===== src/conv_pkg.sv =====
package conv_pkg;

    // data path widths
    localparam int DATA_WIDTH = 8;   // pixels and weights, signed
    localparam int ACC_WIDTH  = 20;  // sums and output words, signed

    localparam int WB_WIDTH      = 32;
    localparam int WB_ADDR_WIDTH = 12;  // word address

    // region code in the top three address bits
    localparam logic [2:0] REGION_CTRL   = 3'd0;
    localparam logic [2:0] REGION_IFM    = 3'd1;
    localparam logic [2:0] REGION_WEIGHT = 3'd2;
    localparam logic [2:0] REGION_BIAS   = 3'd3;
    localparam logic [2:0] REGION_OUT    = 3'd4;

    // control word
    localparam int CTRL_START_BIT = 0;  // write 1 to run
    localparam int CTRL_DONE_BIT  = 1;  // reads 1 while idle

endpackage


===== src/conv_control.sv =====
`timescale 1ns/1ps

module conv_control #(
    parameter int IFM_SIZE          = 6,
    parameter int IFM_DEPTH         = 2,
    parameter int KERNEL_SIZE       = 3,
    parameter int NUMBER_OF_FILTERS = 2,
    localparam int OUT_SIZE = IFM_SIZE - KERNEL_SIZE + 1,
    localparam int MAP      = OUT_SIZE * OUT_SIZE,
    localparam int PIX      = IFM_SIZE * IFM_SIZE,
    localparam int IFM_AW   = $clog2(IFM_DEPTH * PIX),
    localparam int OUT_AW   = $clog2(NUMBER_OF_FILTERS * MAP),
    localparam int FILT_W   = $clog2(NUMBER_OF_FILTERS),
    localparam int CH_W     = $clog2(IFM_DEPTH)
)(
    input  logic              clk,
    input  logic              reset,
    input  logic              start,
    output logic              busy,
    output logic              ifm_read_en,
    output logic [IFM_AW-1:0] ifm_read_addr,
    output logic              window_valid,
    output logic [FILT_W-1:0] filter_index,
    output logic [CH_W-1:0]   channel_index,
    output logic              out_write_en,
    output logic [OUT_AW-1:0] out_write_addr,
    output logic              out_accumulate,
    output logic              out_relu
);

    localparam logic [1:0] S_IDLE  = 2'd0,
                           S_READ  = 2'd1,
                           S_GAP   = 2'd2,
                           S_DRAIN = 2'd3;

    logic [1:0] state;
    logic [1:0] state_next;
    logic [$clog2(PIX)-1:0] pixel_counter;
    logic [$clog2(IFM_SIZE)-1:0] col;
    logic [$clog2(IFM_SIZE)-1:0] row;
    logic [$clog2(MAP)-1:0] out_pos;
    logic [FILT_W-1:0] filter_counter;
    logic [CH_W-1:0] depth_counter;
    logic [1:0] drain_counter;
    logic pass_end;
    logic last_pass;
    logic win_now;
    logic [2:0] valid_d;
    logic [2:0] acc_d;
    logic [2:0] relu_d;
    logic [OUT_AW-1:0] addr_d [3];

    assign pass_end  = (state == S_READ) && (pixel_counter == PIX - 1);
    assign last_pass = (filter_counter == NUMBER_OF_FILTERS - 1)
                       && (depth_counter == IFM_DEPTH - 1);

    always_ff @(posedge clk or posedge reset)
    begin
        if (reset)
            state <= S_IDLE;
        else
            state <= state_next;
    end

    always_comb
    begin
        state_next = state;
        case (state)
            S_IDLE:
                if (start)
                    state_next = S_READ;
            S_READ:
                if (pass_end)
                    state_next = last_pass ? S_DRAIN : S_GAP;
            S_GAP:
                state_next = S_READ;
            default:  // drain the write pipeline
                if (drain_counter == 2'd2)
                    state_next = S_IDLE;
        endcase
    end

    assign busy          = (state != S_IDLE);
    assign ifm_read_en   = (state == S_READ);
    assign ifm_read_addr = IFM_AW'(depth_counter * PIX + pixel_counter);

    // lower-right pixel of a full window is being read
    assign win_now = ifm_read_en && (row >= KERNEL_SIZE - 1) && (col >= KERNEL_SIZE - 1);

    ////////////////////////////////////////////////////////////
    // pass counters
    ////////////////////////////////////////////////////////////
    always_ff @(posedge clk or posedge reset)
    begin
        if (reset)
        begin
            pixel_counter  <= '0;
            col            <= '0;
            row            <= '0;
            out_pos        <= '0;
            filter_counter <= '0;
            depth_counter  <= '0;
            drain_counter  <= '0;
        end
        else
        begin
            if (pass_end)
            begin
                pixel_counter <= '0;
                col           <= '0;
                row           <= '0;
                out_pos       <= '0;
                if (filter_counter == NUMBER_OF_FILTERS - 1)
                begin
                    filter_counter <= '0;
                    depth_counter  <= last_pass ? '0 : depth_counter + 1'b1;
                end
                else
                    filter_counter <= filter_counter + 1'b1;
            end
            else if (ifm_read_en)
            begin
                pixel_counter <= pixel_counter + 1'b1;
                if (col == IFM_SIZE - 1)
                begin
                    col <= '0;
                    row <= row + 1'b1;
                end
                else
                    col <= col + 1'b1;
                if (win_now)
                    out_pos <= out_pos + 1'b1;
            end
            drain_counter <= (state == S_DRAIN) ? drain_counter + 1'b1 : 2'd0;
        end
    end

    ////////////////////////////////////////////////////////////
    // delay chain so the write lines up with the MAC sum
    ////////////////////////////////////////////////////////////
    always_ff @(posedge clk or posedge reset)
    begin
        if (reset)
        begin
            valid_d       <= '0;
            acc_d         <= '0;
            relu_d        <= '0;
            filter_index  <= '0;
            channel_index <= '0;
        end
        else
        begin
            valid_d       <= {valid_d[1:0], win_now};
            acc_d         <= {acc_d[1:0], depth_counter != 0};
            relu_d        <= {relu_d[1:0], depth_counter == IFM_DEPTH - 1};
            filter_index  <= filter_counter;  // aligned with window
            channel_index <= depth_counter;
        end
    end

    always_ff @(posedge clk)
    begin
        addr_d[0] <= OUT_AW'(filter_counter * MAP + out_pos);
        addr_d[1] <= addr_d[0];
        addr_d[2] <= addr_d[1];
    end

    assign window_valid   = valid_d[0];
    assign out_write_en   = valid_d[2];
    assign out_accumulate = acc_d[2];
    assign out_relu       = relu_d[2];
    assign out_write_addr = addr_d[2];

    a_idle_quiet: assert property (@(posedge clk) disable iff (reset)
        !busy |-> !out_write_en);
    // each pass ends on the last window of a full map
    a_window_count: assert property (@(posedge clk) disable iff (reset)
        pass_end |-> win_now && (out_pos == MAP - 1));

endmodule


===== src/conv_layer_top.sv =====
`timescale 1ns/1ps

module conv_layer_top #(
    parameter int IFM_SIZE          = 6,
    parameter int IFM_DEPTH         = 2,
    parameter int KERNEL_SIZE       = 3,
    parameter int NUMBER_OF_FILTERS = 2
)(
    input  logic                                clk,
    input  logic                                reset,
    input  logic                                wb_cyc,
    input  logic                                wb_stb,
    input  logic                                wb_we,
    input  logic [conv_pkg::WB_ADDR_WIDTH-1:0]  wb_adr,
    input  logic [conv_pkg::WB_WIDTH-1:0]       wb_dat_w,
    input  logic [conv_pkg::WB_WIDTH/8-1:0]     wb_sel,
    output logic [conv_pkg::WB_WIDTH-1:0]       wb_dat_r,
    output logic                                wb_ack
);

    localparam int OUT_SIZE = IFM_SIZE - KERNEL_SIZE + 1;
    localparam int IFM_AW   = $clog2(IFM_DEPTH * IFM_SIZE * IFM_SIZE);
    localparam int W_IDX_W  = $clog2(NUMBER_OF_FILTERS * IFM_DEPTH * KERNEL_SIZE * KERNEL_SIZE);
    localparam int FILT_W   = $clog2(NUMBER_OF_FILTERS);
    localparam int CH_W     = $clog2(IFM_DEPTH);
    localparam int OUT_AW   = $clog2(NUMBER_OF_FILTERS * OUT_SIZE * OUT_SIZE);
    localparam int DW       = conv_pkg::DATA_WIDTH;
    localparam int ACC      = conv_pkg::ACC_WIDTH;

    logic start;
    logic busy;
    logic ifm_read_en;
    logic [IFM_AW-1:0] ifm_read_addr;
    logic [DW-1:0] pixel;
    logic pixel_valid;
    logic [KERNEL_SIZE*KERNEL_SIZE*DW-1:0] window;
    logic [FILT_W-1:0] filter_index;
    logic [CH_W-1:0] channel_index;
    logic weight_write_en;
    logic [W_IDX_W-1:0] weight_write_index;
    logic [DW-1:0] weight_write_data;
    logic bias_write_en;
    logic [FILT_W-1:0] bias_write_index;
    logic [ACC-1:0] bias_write_data;
    logic out_write_en;
    logic [OUT_AW-1:0] out_write_addr;
    logic out_accumulate;
    logic out_relu;
    logic [OUT_AW-1:0] out_read_addr;
    logic signed [ACC-1:0] sum;
    logic signed [ACC-1:0] out_read_data;

    host_memory_port #(
        .IFM_SIZE(IFM_SIZE), .IFM_DEPTH(IFM_DEPTH),
        .KERNEL_SIZE(KERNEL_SIZE), .NUMBER_OF_FILTERS(NUMBER_OF_FILTERS)
    ) u_host (
        .clk(clk), .reset(reset),
        .wb_cyc(wb_cyc), .wb_stb(wb_stb), .wb_we(wb_we), .wb_adr(wb_adr),
        .wb_dat_w(wb_dat_w), .wb_sel(wb_sel), .wb_dat_r(wb_dat_r), .wb_ack(wb_ack),
        .ifm_read_en(ifm_read_en), .ifm_read_addr(ifm_read_addr),
        .pixel(pixel), .pixel_valid(pixel_valid),
        .weight_write_en(weight_write_en), .weight_write_index(weight_write_index),
        .weight_write_data(weight_write_data),
        .bias_write_en(bias_write_en), .bias_write_index(bias_write_index),
        .bias_write_data(bias_write_data),
        .out_read_addr(out_read_addr), .out_read_data(out_read_data),
        .start(start), .busy(busy)
    );

    conv_control #(
        .IFM_SIZE(IFM_SIZE), .IFM_DEPTH(IFM_DEPTH),
        .KERNEL_SIZE(KERNEL_SIZE), .NUMBER_OF_FILTERS(NUMBER_OF_FILTERS)
    ) u_control (
        .clk(clk), .reset(reset), .start(start), .busy(busy),
        .ifm_read_en(ifm_read_en), .ifm_read_addr(ifm_read_addr),
        .window_valid(), .filter_index(filter_index),
        .channel_index(channel_index),
        .out_write_en(out_write_en), .out_write_addr(out_write_addr),
        .out_accumulate(out_accumulate), .out_relu(out_relu)
    );

    line_window #(
        .IFM_SIZE(IFM_SIZE), .KERNEL_SIZE(KERNEL_SIZE)
    ) u_window (
        .clk(clk), .reset(reset), .pixel_valid(pixel_valid),
        .pixel(pixel), .window(window)
    );

    conv_mac #(
        .IFM_DEPTH(IFM_DEPTH), .KERNEL_SIZE(KERNEL_SIZE),
        .NUMBER_OF_FILTERS(NUMBER_OF_FILTERS)
    ) u_mac (
        .clk(clk), .reset(reset),
        .weight_write_en(weight_write_en), .weight_write_index(weight_write_index),
        .weight_write_data(weight_write_data),
        .window(window), .filter_index(filter_index),
        .channel_index(channel_index), .sum(sum)
    );

    psum_buffer #(
        .IFM_SIZE(IFM_SIZE), .KERNEL_SIZE(KERNEL_SIZE),
        .NUMBER_OF_FILTERS(NUMBER_OF_FILTERS)
    ) u_psum (
        .clk(clk), .reset(reset),
        .bias_write_en(bias_write_en), .bias_write_index(bias_write_index),
        .bias_write_data(bias_write_data),
        .out_write_en(out_write_en), .out_write_addr(out_write_addr),
        .out_accumulate(out_accumulate), .out_relu(out_relu), .sum(sum),
        .read_addr(out_read_addr), .read_data(out_read_data)
    );

endmodule


===== src/conv_mac.sv =====
`timescale 1ns/1ps

module conv_mac #(
    parameter int IFM_DEPTH         = 2,
    parameter int KERNEL_SIZE       = 3,
    parameter int NUMBER_OF_FILTERS = 2,
    localparam int WIN     = KERNEL_SIZE * KERNEL_SIZE,
    localparam int W_COUNT = NUMBER_OF_FILTERS * IFM_DEPTH * WIN,
    localparam int W_IDX_W = $clog2(W_COUNT),
    localparam int FILT_W  = $clog2(NUMBER_OF_FILTERS),
    localparam int CH_W    = $clog2(IFM_DEPTH),
    localparam int DW      = conv_pkg::DATA_WIDTH,
    localparam int ACC     = conv_pkg::ACC_WIDTH
)(
    input  logic                   clk,
    input  logic                   reset,
    input  logic                   weight_write_en,
    input  logic [W_IDX_W-1:0]     weight_write_index,
    input  logic [DW-1:0]          weight_write_data,
    input  logic [WIN*DW-1:0]      window,
    input  logic [FILT_W-1:0]      filter_index,
    input  logic [CH_W-1:0]        channel_index,
    output logic signed [ACC-1:0]  sum
);

    logic signed [DW-1:0] weights [W_COUNT];  // filter, channel, row, col
    logic signed [2*DW-1:0] prod [WIN];
    logic signed [ACC-1:0] total;
    logic [W_IDX_W-1:0] base;

    always_ff @(posedge clk)
    begin
        if (weight_write_en)
            weights[weight_write_index] <= weight_write_data;
    end

    assign base = W_IDX_W'((filter_index * IFM_DEPTH + channel_index) * WIN);

    // stage one, products
    always_ff @(posedge clk or posedge reset)
    begin
        if (reset)
        begin
            for (int i = 0; i < WIN; i++)
                prod[i] <= '0;
        end
        else
        begin
            for (int i = 0; i < WIN; i++)
                prod[i] <= $signed(window[i*DW +: DW]) * weights[base + W_IDX_W'(i)];
        end
    end

    always_comb
    begin
        total = '0;
        for (int i = 0; i < WIN; i++)
            total = total + prod[i];  // sign extended
    end

    // stage two, adder tree result
    always_ff @(posedge clk or posedge reset)
    begin
        if (reset)
            sum <= '0;
        else
            sum <= total;
    end

endmodule


===== src/host_memory_port.sv =====
`timescale 1ns/1ps

module host_memory_port #(
    parameter int IFM_SIZE          = 6,
    parameter int IFM_DEPTH         = 2,
    parameter int KERNEL_SIZE       = 3,
    parameter int NUMBER_OF_FILTERS = 2,
    localparam int IFM_WORDS = IFM_DEPTH * IFM_SIZE * IFM_SIZE,
    localparam int IFM_AW    = $clog2(IFM_WORDS),
    localparam int W_COUNT   = NUMBER_OF_FILTERS * IFM_DEPTH * KERNEL_SIZE * KERNEL_SIZE,
    localparam int W_IDX_W   = $clog2(W_COUNT),
    localparam int FILT_W    = $clog2(NUMBER_OF_FILTERS),
    localparam int OUT_SIZE  = IFM_SIZE - KERNEL_SIZE + 1,
    localparam int OUT_AW    = $clog2(NUMBER_OF_FILTERS * OUT_SIZE * OUT_SIZE),
    localparam int AW        = conv_pkg::WB_ADDR_WIDTH,
    localparam int WW        = conv_pkg::WB_WIDTH,
    localparam int DW        = conv_pkg::DATA_WIDTH,
    localparam int ACC       = conv_pkg::ACC_WIDTH
)(
    input  logic                  clk,
    input  logic                  reset,
    input  logic                  wb_cyc,
    input  logic                  wb_stb,
    input  logic                  wb_we,
    input  logic [AW-1:0]         wb_adr,
    input  logic [WW-1:0]         wb_dat_w,
    input  logic [WW/8-1:0]       wb_sel,
    output logic [WW-1:0]         wb_dat_r,
    output logic                  wb_ack,
    input  logic                  ifm_read_en,
    input  logic [IFM_AW-1:0]     ifm_read_addr,
    output logic [DW-1:0]         pixel,
    output logic                  pixel_valid,
    output logic                  weight_write_en,
    output logic [W_IDX_W-1:0]    weight_write_index,
    output logic [DW-1:0]         weight_write_data,
    output logic                  bias_write_en,
    output logic [FILT_W-1:0]     bias_write_index,
    output logic [ACC-1:0]        bias_write_data,
    output logic [OUT_AW-1:0]     out_read_addr,
    input  logic signed [ACC-1:0] out_read_data,
    output logic                  start,
    input  logic                  busy
);

    logic [2:0] region;
    logic [2:0] read_region;
    logic [AW-4:0] index;
    logic req;
    logic wr;
    logic signed [DW-1:0] ifm_ram [IFM_WORDS];       // channel, row, col
    logic signed [DW-1:0] weight_copy [W_COUNT];     // read-back copy of the MAC weights
    logic [WW-1:0] read_word;

    assign region = wb_adr[AW-1 -: 3];
    assign index  = wb_adr[AW-4:0];
    assign req    = wb_cyc && wb_stb && !wb_ack;  // first cycle of an access
    assign wr     = req && wb_we && (|wb_sel);

    assign weight_write_en    = wr && region == conv_pkg::REGION_WEIGHT;
    assign weight_write_index = index[W_IDX_W-1:0];
    assign weight_write_data  = wb_dat_w[DW-1:0];
    assign bias_write_en      = wr && region == conv_pkg::REGION_BIAS;
    assign bias_write_index   = index[FILT_W-1:0];
    assign bias_write_data    = wb_dat_w[ACC-1:0];
    assign out_read_addr      = index[OUT_AW-1:0];

    always_ff @(posedge clk)
    begin
        if (wr && region == conv_pkg::REGION_IFM)
            ifm_ram[index[IFM_AW-1:0]] <= wb_dat_w[DW-1:0];
        if (weight_write_en)
            weight_copy[weight_write_index] <= weight_write_data;
        if (ifm_read_en)
            pixel <= ifm_ram[ifm_read_addr];
        if (req && !wb_we)
        begin
            read_region <= region;
            case (region)
                conv_pkg::REGION_CTRL:
                begin
                    read_word <= '0;
                    read_word[conv_pkg::CTRL_DONE_BIT] <= !busy;
                end
                conv_pkg::REGION_IFM:
                    read_word <= WW'(ifm_ram[index[IFM_AW-1:0]]);
                conv_pkg::REGION_WEIGHT:
                    read_word <= WW'(weight_copy[index[W_IDX_W-1:0]]);
                default:
                    read_word <= '0;
            endcase
        end
    end

    always_ff @(posedge clk or posedge reset)
    begin
        if (reset)
        begin
            wb_ack      <= 1'b0;
            start       <= 1'b0;
            pixel_valid <= 1'b0;
        end
        else
        begin
            wb_ack      <= req;
            start       <= wr && region == conv_pkg::REGION_CTRL
                           && wb_dat_w[conv_pkg::CTRL_START_BIT];
            pixel_valid <= ifm_read_en;
        end
    end

    // output words come straight from the buffer's read register
    assign wb_dat_r = (read_region == conv_pkg::REGION_OUT) ? WW'(out_read_data) : read_word;

    ////////////////////////////////////////////////////////////
    // bus checks
    ////////////////////////////////////////////////////////////
    a_ack_with_stb: assert property (@(posedge clk) disable iff (reset)
        wb_ack |-> wb_stb);
    a_ifm_write_idle: assert property (@(posedge clk) disable iff (reset)
        wr && region == conv_pkg::REGION_IFM |-> !busy);

endmodule


===== src/line_window.sv =====
`timescale 1ns/1ps

module line_window #(
    parameter int IFM_SIZE    = 6,
    parameter int KERNEL_SIZE = 3,
    localparam int FIFO_SIZE = (KERNEL_SIZE - 1) * IFM_SIZE + KERNEL_SIZE,
    localparam int DW        = conv_pkg::DATA_WIDTH
)(
    input  logic                                clk,
    input  logic                                reset,
    input  logic                                pixel_valid,
    input  logic [DW-1:0]                       pixel,
    output logic [KERNEL_SIZE*KERNEL_SIZE*DW-1:0] window
);

    // incoming pixel is the newest line entry, taps hold the rest
    logic [DW-1:0] taps [FIFO_SIZE-1];

    always_ff @(posedge clk or posedge reset)
    begin
        if (reset)
        begin
            for (int i = 0; i < FIFO_SIZE - 1; i++)
                taps[i] <= '0;
        end
        else if (pixel_valid)
        begin
            taps[0] <= pixel;
            for (int i = 1; i < FIFO_SIZE - 1; i++)
                taps[i] <= taps[i-1];
        end
    end

    // row r sits (K-1-r) image lines back
    for (genvar r = 0; r < KERNEL_SIZE; r++)
    begin : g_row
        for (genvar c = 0; c < KERNEL_SIZE; c++)
        begin : g_col
            localparam int DIST = (KERNEL_SIZE - 1 - r) * IFM_SIZE + (KERNEL_SIZE - 1 - c);
            if (DIST == 0)
            begin : g_new
                assign window[(r*KERNEL_SIZE+c)*DW +: DW] = pixel;
            end
            else
            begin : g_old
                assign window[(r*KERNEL_SIZE+c)*DW +: DW] = taps[DIST-1];
            end
        end
    end

endmodule


===== src/psum_buffer.sv =====
`timescale 1ns/1ps

module psum_buffer #(
    parameter int IFM_SIZE          = 6,
    parameter int KERNEL_SIZE       = 3,
    parameter int NUMBER_OF_FILTERS = 2,
    localparam int OUT_SIZE = IFM_SIZE - KERNEL_SIZE + 1,
    localparam int MAP      = OUT_SIZE * OUT_SIZE,
    localparam int OUT_AW   = $clog2(NUMBER_OF_FILTERS * MAP),
    localparam int FILT_W   = $clog2(NUMBER_OF_FILTERS),
    localparam int ACC      = conv_pkg::ACC_WIDTH
)(
    input  logic                  clk,
    input  logic                  reset,
    input  logic                  bias_write_en,
    input  logic [FILT_W-1:0]     bias_write_index,
    input  logic [ACC-1:0]        bias_write_data,
    input  logic                  out_write_en,
    input  logic [OUT_AW-1:0]     out_write_addr,
    input  logic                  out_accumulate,
    input  logic                  out_relu,
    input  logic signed [ACC-1:0] sum,
    input  logic [OUT_AW-1:0]     read_addr,
    output logic signed [ACC-1:0] read_data
);

    logic signed [ACC-1:0] bias [NUMBER_OF_FILTERS];
    logic signed [ACC-1:0] out_map [NUMBER_OF_FILTERS*MAP];  // filter, row, col
    logic signed [ACC-1:0] base;
    logic signed [ACC-1:0] result;

    always_comb
    begin
        base   = out_accumulate ? out_map[out_write_addr] : bias[FILT_W'(out_write_addr / MAP)];
        result = base + sum;
        if (out_relu && result < 0)
            result = '0;
    end

    always_ff @(posedge clk)
    begin
        if (bias_write_en)
            bias[bias_write_index] <= bias_write_data;
        if (out_write_en)
            out_map[out_write_addr] <= result;
    end

    // host read, one cycle
    always_ff @(posedge clk or posedge reset)
    begin
        if (reset)
            read_data <= '0;
        else
            read_data <= out_map[read_addr];
    end

    a_addr_range: assert property (@(posedge clk) disable iff (reset)
        out_write_en |-> out_write_addr < NUMBER_OF_FILTERS * MAP);

endmodule


===== config.mk =====
export PLATFORM = sky130hd
export DESIGN_NAME = conv_layer_top
export DESIGN_NICKNAME = d
export VERILOG_FILES = /design/src/conv_pkg.sv /design/src/conv_control.sv /design/src/conv_layer_top.sv /design/src/conv_mac.sv /design/src/host_memory_port.sv /design/src/line_window.sv /design/src/psum_buffer.sv
export SDC_FILE = /design/constraint.sdc
export NUM_CORES = 2
export LEC_CHECK = 0
export BUFFER_PORTS_ARGS = -buffer_cell sky130_fd_sc_hd__clkbuf_2
export CORE_UTILIZATION = 55
export CTS_CLUSTER_SIZE = 10
export DETAILED_ROUTE_END_ITERATION = 10
export MAX_ROUTING_LAYER = met4
export PLACE_DENSITY_LB_ADDON = 0.05
export SLEW_MARGIN = 10
export SYNTH_ARGS = -nofsm -noshare
export SYNTH_HDL_FRONTEND = slang
export SYNTH_SLANG_ARGS = --single-unit

===== constraint.sdc =====
create_clock -name clk -period 35.7 [get_ports clk]
set_input_delay 7.14 -clock clk [delete_from_list [all_inputs] [get_ports clk]]
set_output_delay 7.14 -clock clk [all_outputs]
set_load 0.005 [all_outputs]

After elaboration in Yosys (flattened, before gate mapping) --
Memories as Yosys holds them, arrays and structs flattened. A register that Yosys moved wholly into a read port is not among the register bits. Cells that the tools add are included.
Storage, ports and cells: bits in registers 347, bits in writable memories 1847, input port bits 53, output and inout port bits 33, word-level logic and storage cells 162, memories 6
Memory list:
- u_psum.out_map | words 32, width 20, read ports 2, clocked after memory_dff 1, wr ports 1, RTL line psum_buffer.sv:28 | logic signed [ACC-1:0] out_map [NUMBER_OF_FILTERS*MAP];
- u_host.ifm_ram | words 72, width 8, read ports 2, clocked after memory_dff 1, wr ports 1, RTL line host_memory_port.sv:51 | logic signed [DW-1:0] ifm_ram [IFM_WORDS];
- u_host.weight_copy | words 36, width 8, read ports 1, clocked after memory_dff 0, wr ports 1, RTL line host_memory_port.sv:52 | logic signed [DW-1:0] weight_copy [W_COUNT];
- u_mac.weights | words 36, width 8, read ports 9, clocked after memory_dff 0, wr ports 1, RTL line conv_mac.sv:26 | logic signed [DW-1:0] weights [W_COUNT];
- u_psum.bias | words 2, width 20, read ports 1, clocked after memory_dff 0, wr ports 1, RTL line psum_buffer.sv:27 | logic signed [ACC-1:0] bias [NUMBER_OF_FILTERS];
- u_control.addr_d | words 3, width 5, read ports 3, clocked after memory_dff 0, wr ports 3, RTL line conv_control.sv:51 | logic [OUT_AW-1:0] addr_d [3];
Cells by class: $add $sub $neg 27, multiply operators 11, magnitude comparators 3, equal/unequal tests 12, muxes and demuxes 31, reduce and logical (&&, ||, !) cells 30
Operator list (number):
- 8-bit by 8-bit multiplier with 16-bit output | 9
- 20-bit by 16-bit adder with 20-bit output | 6
- 32-bit one-hot mux with 3 select lines | 1
- 20-bit two-way mux | 2
- 32-bit by 4-bit multiplier with 6-bit output, second input constant | 1
- 32-bit two-way mux | 1
- 6-bit by 3-bit adder with 6-bit output, second input constant | 4
- 20-bit adder | 1
- 20-bit by 1-bit < comparator with 1-bit output, second input constant | 1
- 17-bit by 16-bit adder with 18-bit output | 1
- 3-bit two-way mux | 6
- 16-bit by 16-bit adder with 17-bit output | 1
- 1-bit logical AND | 15
- 6-bit by 1-bit adder with 6-bit output, second input constant | 2
- 6-bit by 2-bit adder with 6-bit output, second input constant | 2
- 4-bit two-way mux | 3
- 6-bit two-way mux | 2
- 1-bit two-way mux | 11
- 2-bit two-way mux | 4
- 2-bit nonzero test | 4
- 7-bit by 6-bit adder with 7-bit output | 1
- 3-bit by 1-bit adder with 3-bit output, second input constant | 2
- 6-bit by 4-bit adder with 6-bit output, second input constant | 1
- 2-bit equality test, second input constant | 3
- 21 further kinds | 30

Logic depth before layout (Yosys ltp) --
word-level depth 8, mapped depth 33, mapped depth without buffers 27

Modules after synthesis --
Synthesis repeated with hierarchy kept, for this count alone.
Second synthesis, totals: cell total of the unflattened synthesis 8462, area total of the unflattened synthesis 126552.6 um^2
Modules (own cells, without submodules):
- conv_mac | times used 1, cells each 4129, area each 48153.7 um^2, sequential area each 12752.2 um^2
- host_memory_port | times used 1, cells each 2325, area each 39756.9 um^2, sequential area each 26590.5 um^2
- psum_buffer | times used 1, cells each 1559, area each 32228.4 um^2, sequential area each 20920.1 um^2
- line_window | times used 1, cells each 309, area each 4720.8 um^2, sequential area each 2802.7 um^2
- conv_control | times used 1, cells each 140, area each 1692.9 um^2, sequential area each 1026.0 um^2

Worst setup path before layout --
OpenSTA, ideal clock, no wires.
path type input to register, from in wb_adr[2] (netlist bit), to mem u_host.ifm_ram[40][0] (netlist bit) (enable), arrival 9.099 ns, required time 35.330 ns, setup slack 26.231 ns, cell stages on the path 10, path buffers 7, cells stage by stage buf_2 buf_6 buf_6 nor3_4 buf_2 buf_4 buf_2 buf_2 nand2_1 nor2_1
RTL lines:
- start, declared | RTL line conv_layer_top.sv:14 | input logic [conv_pkg::WB_ADDR_WIDTH-1:0] wb_adr,
- end, declared | RTL line host_memory_port.sv:51
No word-level cell before the write port.

Final worst setup path --
from in wb_adr[2] (netlist bit), to reg u_host.read_word[3], data pin
Between the ends: word-level cells in the longest chain between the ends 2, elaborated cells between the ends (all ways) 3, classes of those cells mux (1); memory (2)
RTL lines:
- memory 72 x 8 bit or memory 36 x 8 bit (tied branches)
- 32-bit one-hot mux with 3 select lines (*) | RTL line host_memory_port.sv:79 | case (region)
- end signal, assigned by index | RTL line host_memory_port.sv:83 | read_word[conv_pkg::CTRL_DONE_BIT] <= !busy;
- end signal, assigned | RTL line host_memory_port.sv:86 | read_word <= WW'(ifm_ram[index[IFM_AW-1:0]]);
- end signal, assigned | RTL line host_memory_port.sv:88 | read_word <= WW'(weight_copy[index[W_IDX_W-1:0]]);
- end, declared | RTL line host_memory_port.sv:53 | logic [WW-1:0] read_word;
Mark *: on every way between the ends. The rest lies on a longest branch, timed or not. A chain may end at the register's enable or synchronous reset.

==> results.yml <==
status:
  outcome: "complete, no violations"
drt:
  drc_errors: 0
  wl_per_cell_um: 31.7
  vias_per_cell: 6.71
  vias: 73500
  drt-total-wl_mm: 348
  ant_nets: 0
  drt_iter0_drc: 9621
  dr.pass1.iters: 7
clocking:
  cts_made_buffers: 219
  cts_tree: "built"
  path_clk_slew_ns: 0.06
  cts_setup_buffers: 0
  insertion_delay_ns: 0.89
  htree_levels: 4
  cts_buffer_depth: 3
  hold_buffers: 0
  post_cts_resized: 0
  clock_sinks: 1906
  ctsRootBufferMaster: "clkbuf_16"
sta:
  max_freq_mhz: 89.2
  finalCritPeriodShare: 0.314
  period_needed_ns: 11.21
  slew_violations: 0
  setup_tns_ns: 0
  finalClockSkew_ns: 0.0772
  hold-worst-slack_ns: 0.322
  maxSlewHeadroom: 0.156
  hold_viol: 0
  setup_viol: 0
  rsz0062_at_grt: "no"
  tightest_slew_ns: 1.26
setup_path:
  end_kind: "flip-flop"
  critPathArrivalTime_ns: 11.95
  cp-start-kind: "primary input"
  r2r-start: "u_control.acc_d[0]$_DFF_PP0_"
  crit_type: "in -> reg"
  timing.reg2reg.setup_slack_ns: 25.11
  critPathMaxFanout: 50
  cp_data_required_time_ns: 36.43
  cp-startpoint: "wb_adr[2]"
power_and_ir_drop:
  leakagePower_nw: 43.7
  power_density_mw_per_mm2: 99.6
  ir_drop_mv: 0.345
synthesis:
  synth_nets: 9173
  yosys_warnings: 0
  synth_flop_cell: "edfxtp_1"
  syn_area_mm2: 0.113
  avgSynthCellArea_um2: 13.9
  synthCells: 8190
  synth-seq-cells: 1906
  ys_seq_area_frac: 0.489
  synth_async_sr_flop_share: 0.172
  synth.distinct_cells: 93
  synth-edff-count: 1563
global_routing:
  grt_pass1_wl_mm: 507
  grt_antenna_before_repair: 9
  track_usage: 0.346
  grt_max_degree: 145
  grt_pass1_vias: 74600
  grt-ovfl-total: 0
floorplan:
  ios: 86
  initial_core_util: 0.554
  fp.dieArea_mm2: 0.208
  placementRows: 166
  die_h_um: 456
  design.core.area_mm2: 0.205
  die_w_um: 456
min_path:
  hold_start: "u_control.addr_d[0][6]$_DFF_P_"
  hp-class: "reg -> reg"
final_layout:
  syn2layout_area_growth_pct: 8.25
  drive_gt1_frac: 0.162
  layout_commonest_cell: "edfxtp_1"
  final_cell_mix: "edfxtp_1, inv_1, fa_1"
  nets: 9097
  ff_latch_area_mm2: 0.0555
  multi_input_area_mm2: 0.0532
  n_fill_cell: 15900
place:
  io_buffers: 71
  gp_congestion: 0.928
  dpl.hpwl_mm: 225
run:
  drv_cap: 0
## Yosys cell counts (all sizes together), types with 248 or more instances
library cell	number	area [um^2]
dfrtp	328	8210
inv	760	2850
fa	601	12000
nor2	353	1330
nand2	396	1490
edfxtp	1563	46900
mux4	586	13200
o21ai	248	1250
buf	322	1810
a22oi	561	4210
and2	264	1650
ha	329	4120
## critical path, cell delays in order
cell      delay [ns]
buf_4           0.37
buf_4           0.56
nor3b_4         0.30
buf_4           0.59
buf_4           0.70
buf_4           0.81
a211oi_1        0.26
a311oi_1        0.33
a31oi_1         0.17
o221a_1         0.41
o22ai_1         0.16
## sequential cells by signal, indices dropped and copies added (netlist names), 4 cells and up
| register | cells |
|---|---|
| u_control.out_pos | 4 |
| u_control.pixel_counter | 6 |
| u_host.read_word | 8 |
| u_psum.out_map | 640 |
| u_host.ifm_ram | 576 |
| u_mac.weights | 288 |
| u_mac.prod | 144 |
| u_control.addr_d | 15 |
| u_window.taps | 48 |
| u_window.window | 64 |
| u_psum.bias | 40 |
| u_mac.sum | 20 |
| u_psum.read_data | 20 |
| u_host.pixel | 8 |
## layout make-up
class                   instances  share of cell area
clock inverters                36             0.00485
inverters                     761              0.0233
diodes                         14            0.000285
multi-input cells            5042               0.433
repair buffers                184              0.0108
flip-flops and latches       1906               0.452
clock buffers                 329              0.0487
well taps                    2688              0.0274
## routing by layer
metal	GRT usage	part of all wire	up-vias
met5	-	0	-
met4	0.152	0.049	0
met3	0.0643	0.095	824
met2	0.533	0.47	4186
met1	0.453	0.38	37800
li1	-	-	30600
## path summary, 6_finish.rpt
path / to / depth (start not counted)
max in group asynchronous: u_control.acc_d[0]$_DFF_PP0_ / 4
min in group asynchronous: u_window.window[45]$_DFFE_PP0P_ / 2
setup / recovery: u_host.read_word[3]$_DFFE_PP_ / 11
hold reg to reg: u_control.addr_d[0][11]$_DFF_P_ / 0
hold / removal: u_control.addr_d[0][11]$_DFF_P_ / 0
setup reg to reg: u_mac.prod[62]$_DFF_PP0_ / 25
## through the flow
step / setup slack (ns) / cells / area (um^2) / power (W) / utilization
2_1_floorplan: 19.48 / 8190 / 113000 / 0.00825 / -
3_3_place_gp: 23.87 / 10600 / 116000 / 0.00998 / 0.567
3_5_place_dp: 23.81 / 10600 / 116000 / 0.0100 / 0.567
4_1_cts: 24.74 / 10900 / 123000 / 0.0123 / 0.599
5_1_grt: 24.49 / 11000 / 123000 / 0.0132 / 0.600
6_report: 24.49 / 11000 / 123000 / 0.0122 / 0.600
## cells by family (layout without fill, tap and decap cells)
group | count (synthesis) | after routing | share of synthesized area
buffers and inverters | 1242 | 1310 | 0.0464
muxes | 928 | 928 | 0.148
xor gates and xnor gates | 185 | 185 | 0.0143
adders and majority gates | 930 | 930 | 0.142
and+or+nand+nor | 1534 | 1534 | 0.0682
DFF | 1906 | 1906 | 0.489
AOI/OAI and AO/OA | 1465 | 1465 | 0.0915
other | 0 | 14 | 0
## power breakdown
group | internal, W | total (W) | switching [W]
registers | 0.00291 | 0.00309 | 0.000183
clock network | 0.00119 | 0.00210 | 0.000909
logic | 0.00303 | 0.00705 | 0.00401
total | 0.00713 | 0.0122 | 0.00510
Power figures use the tool's default switching activity.
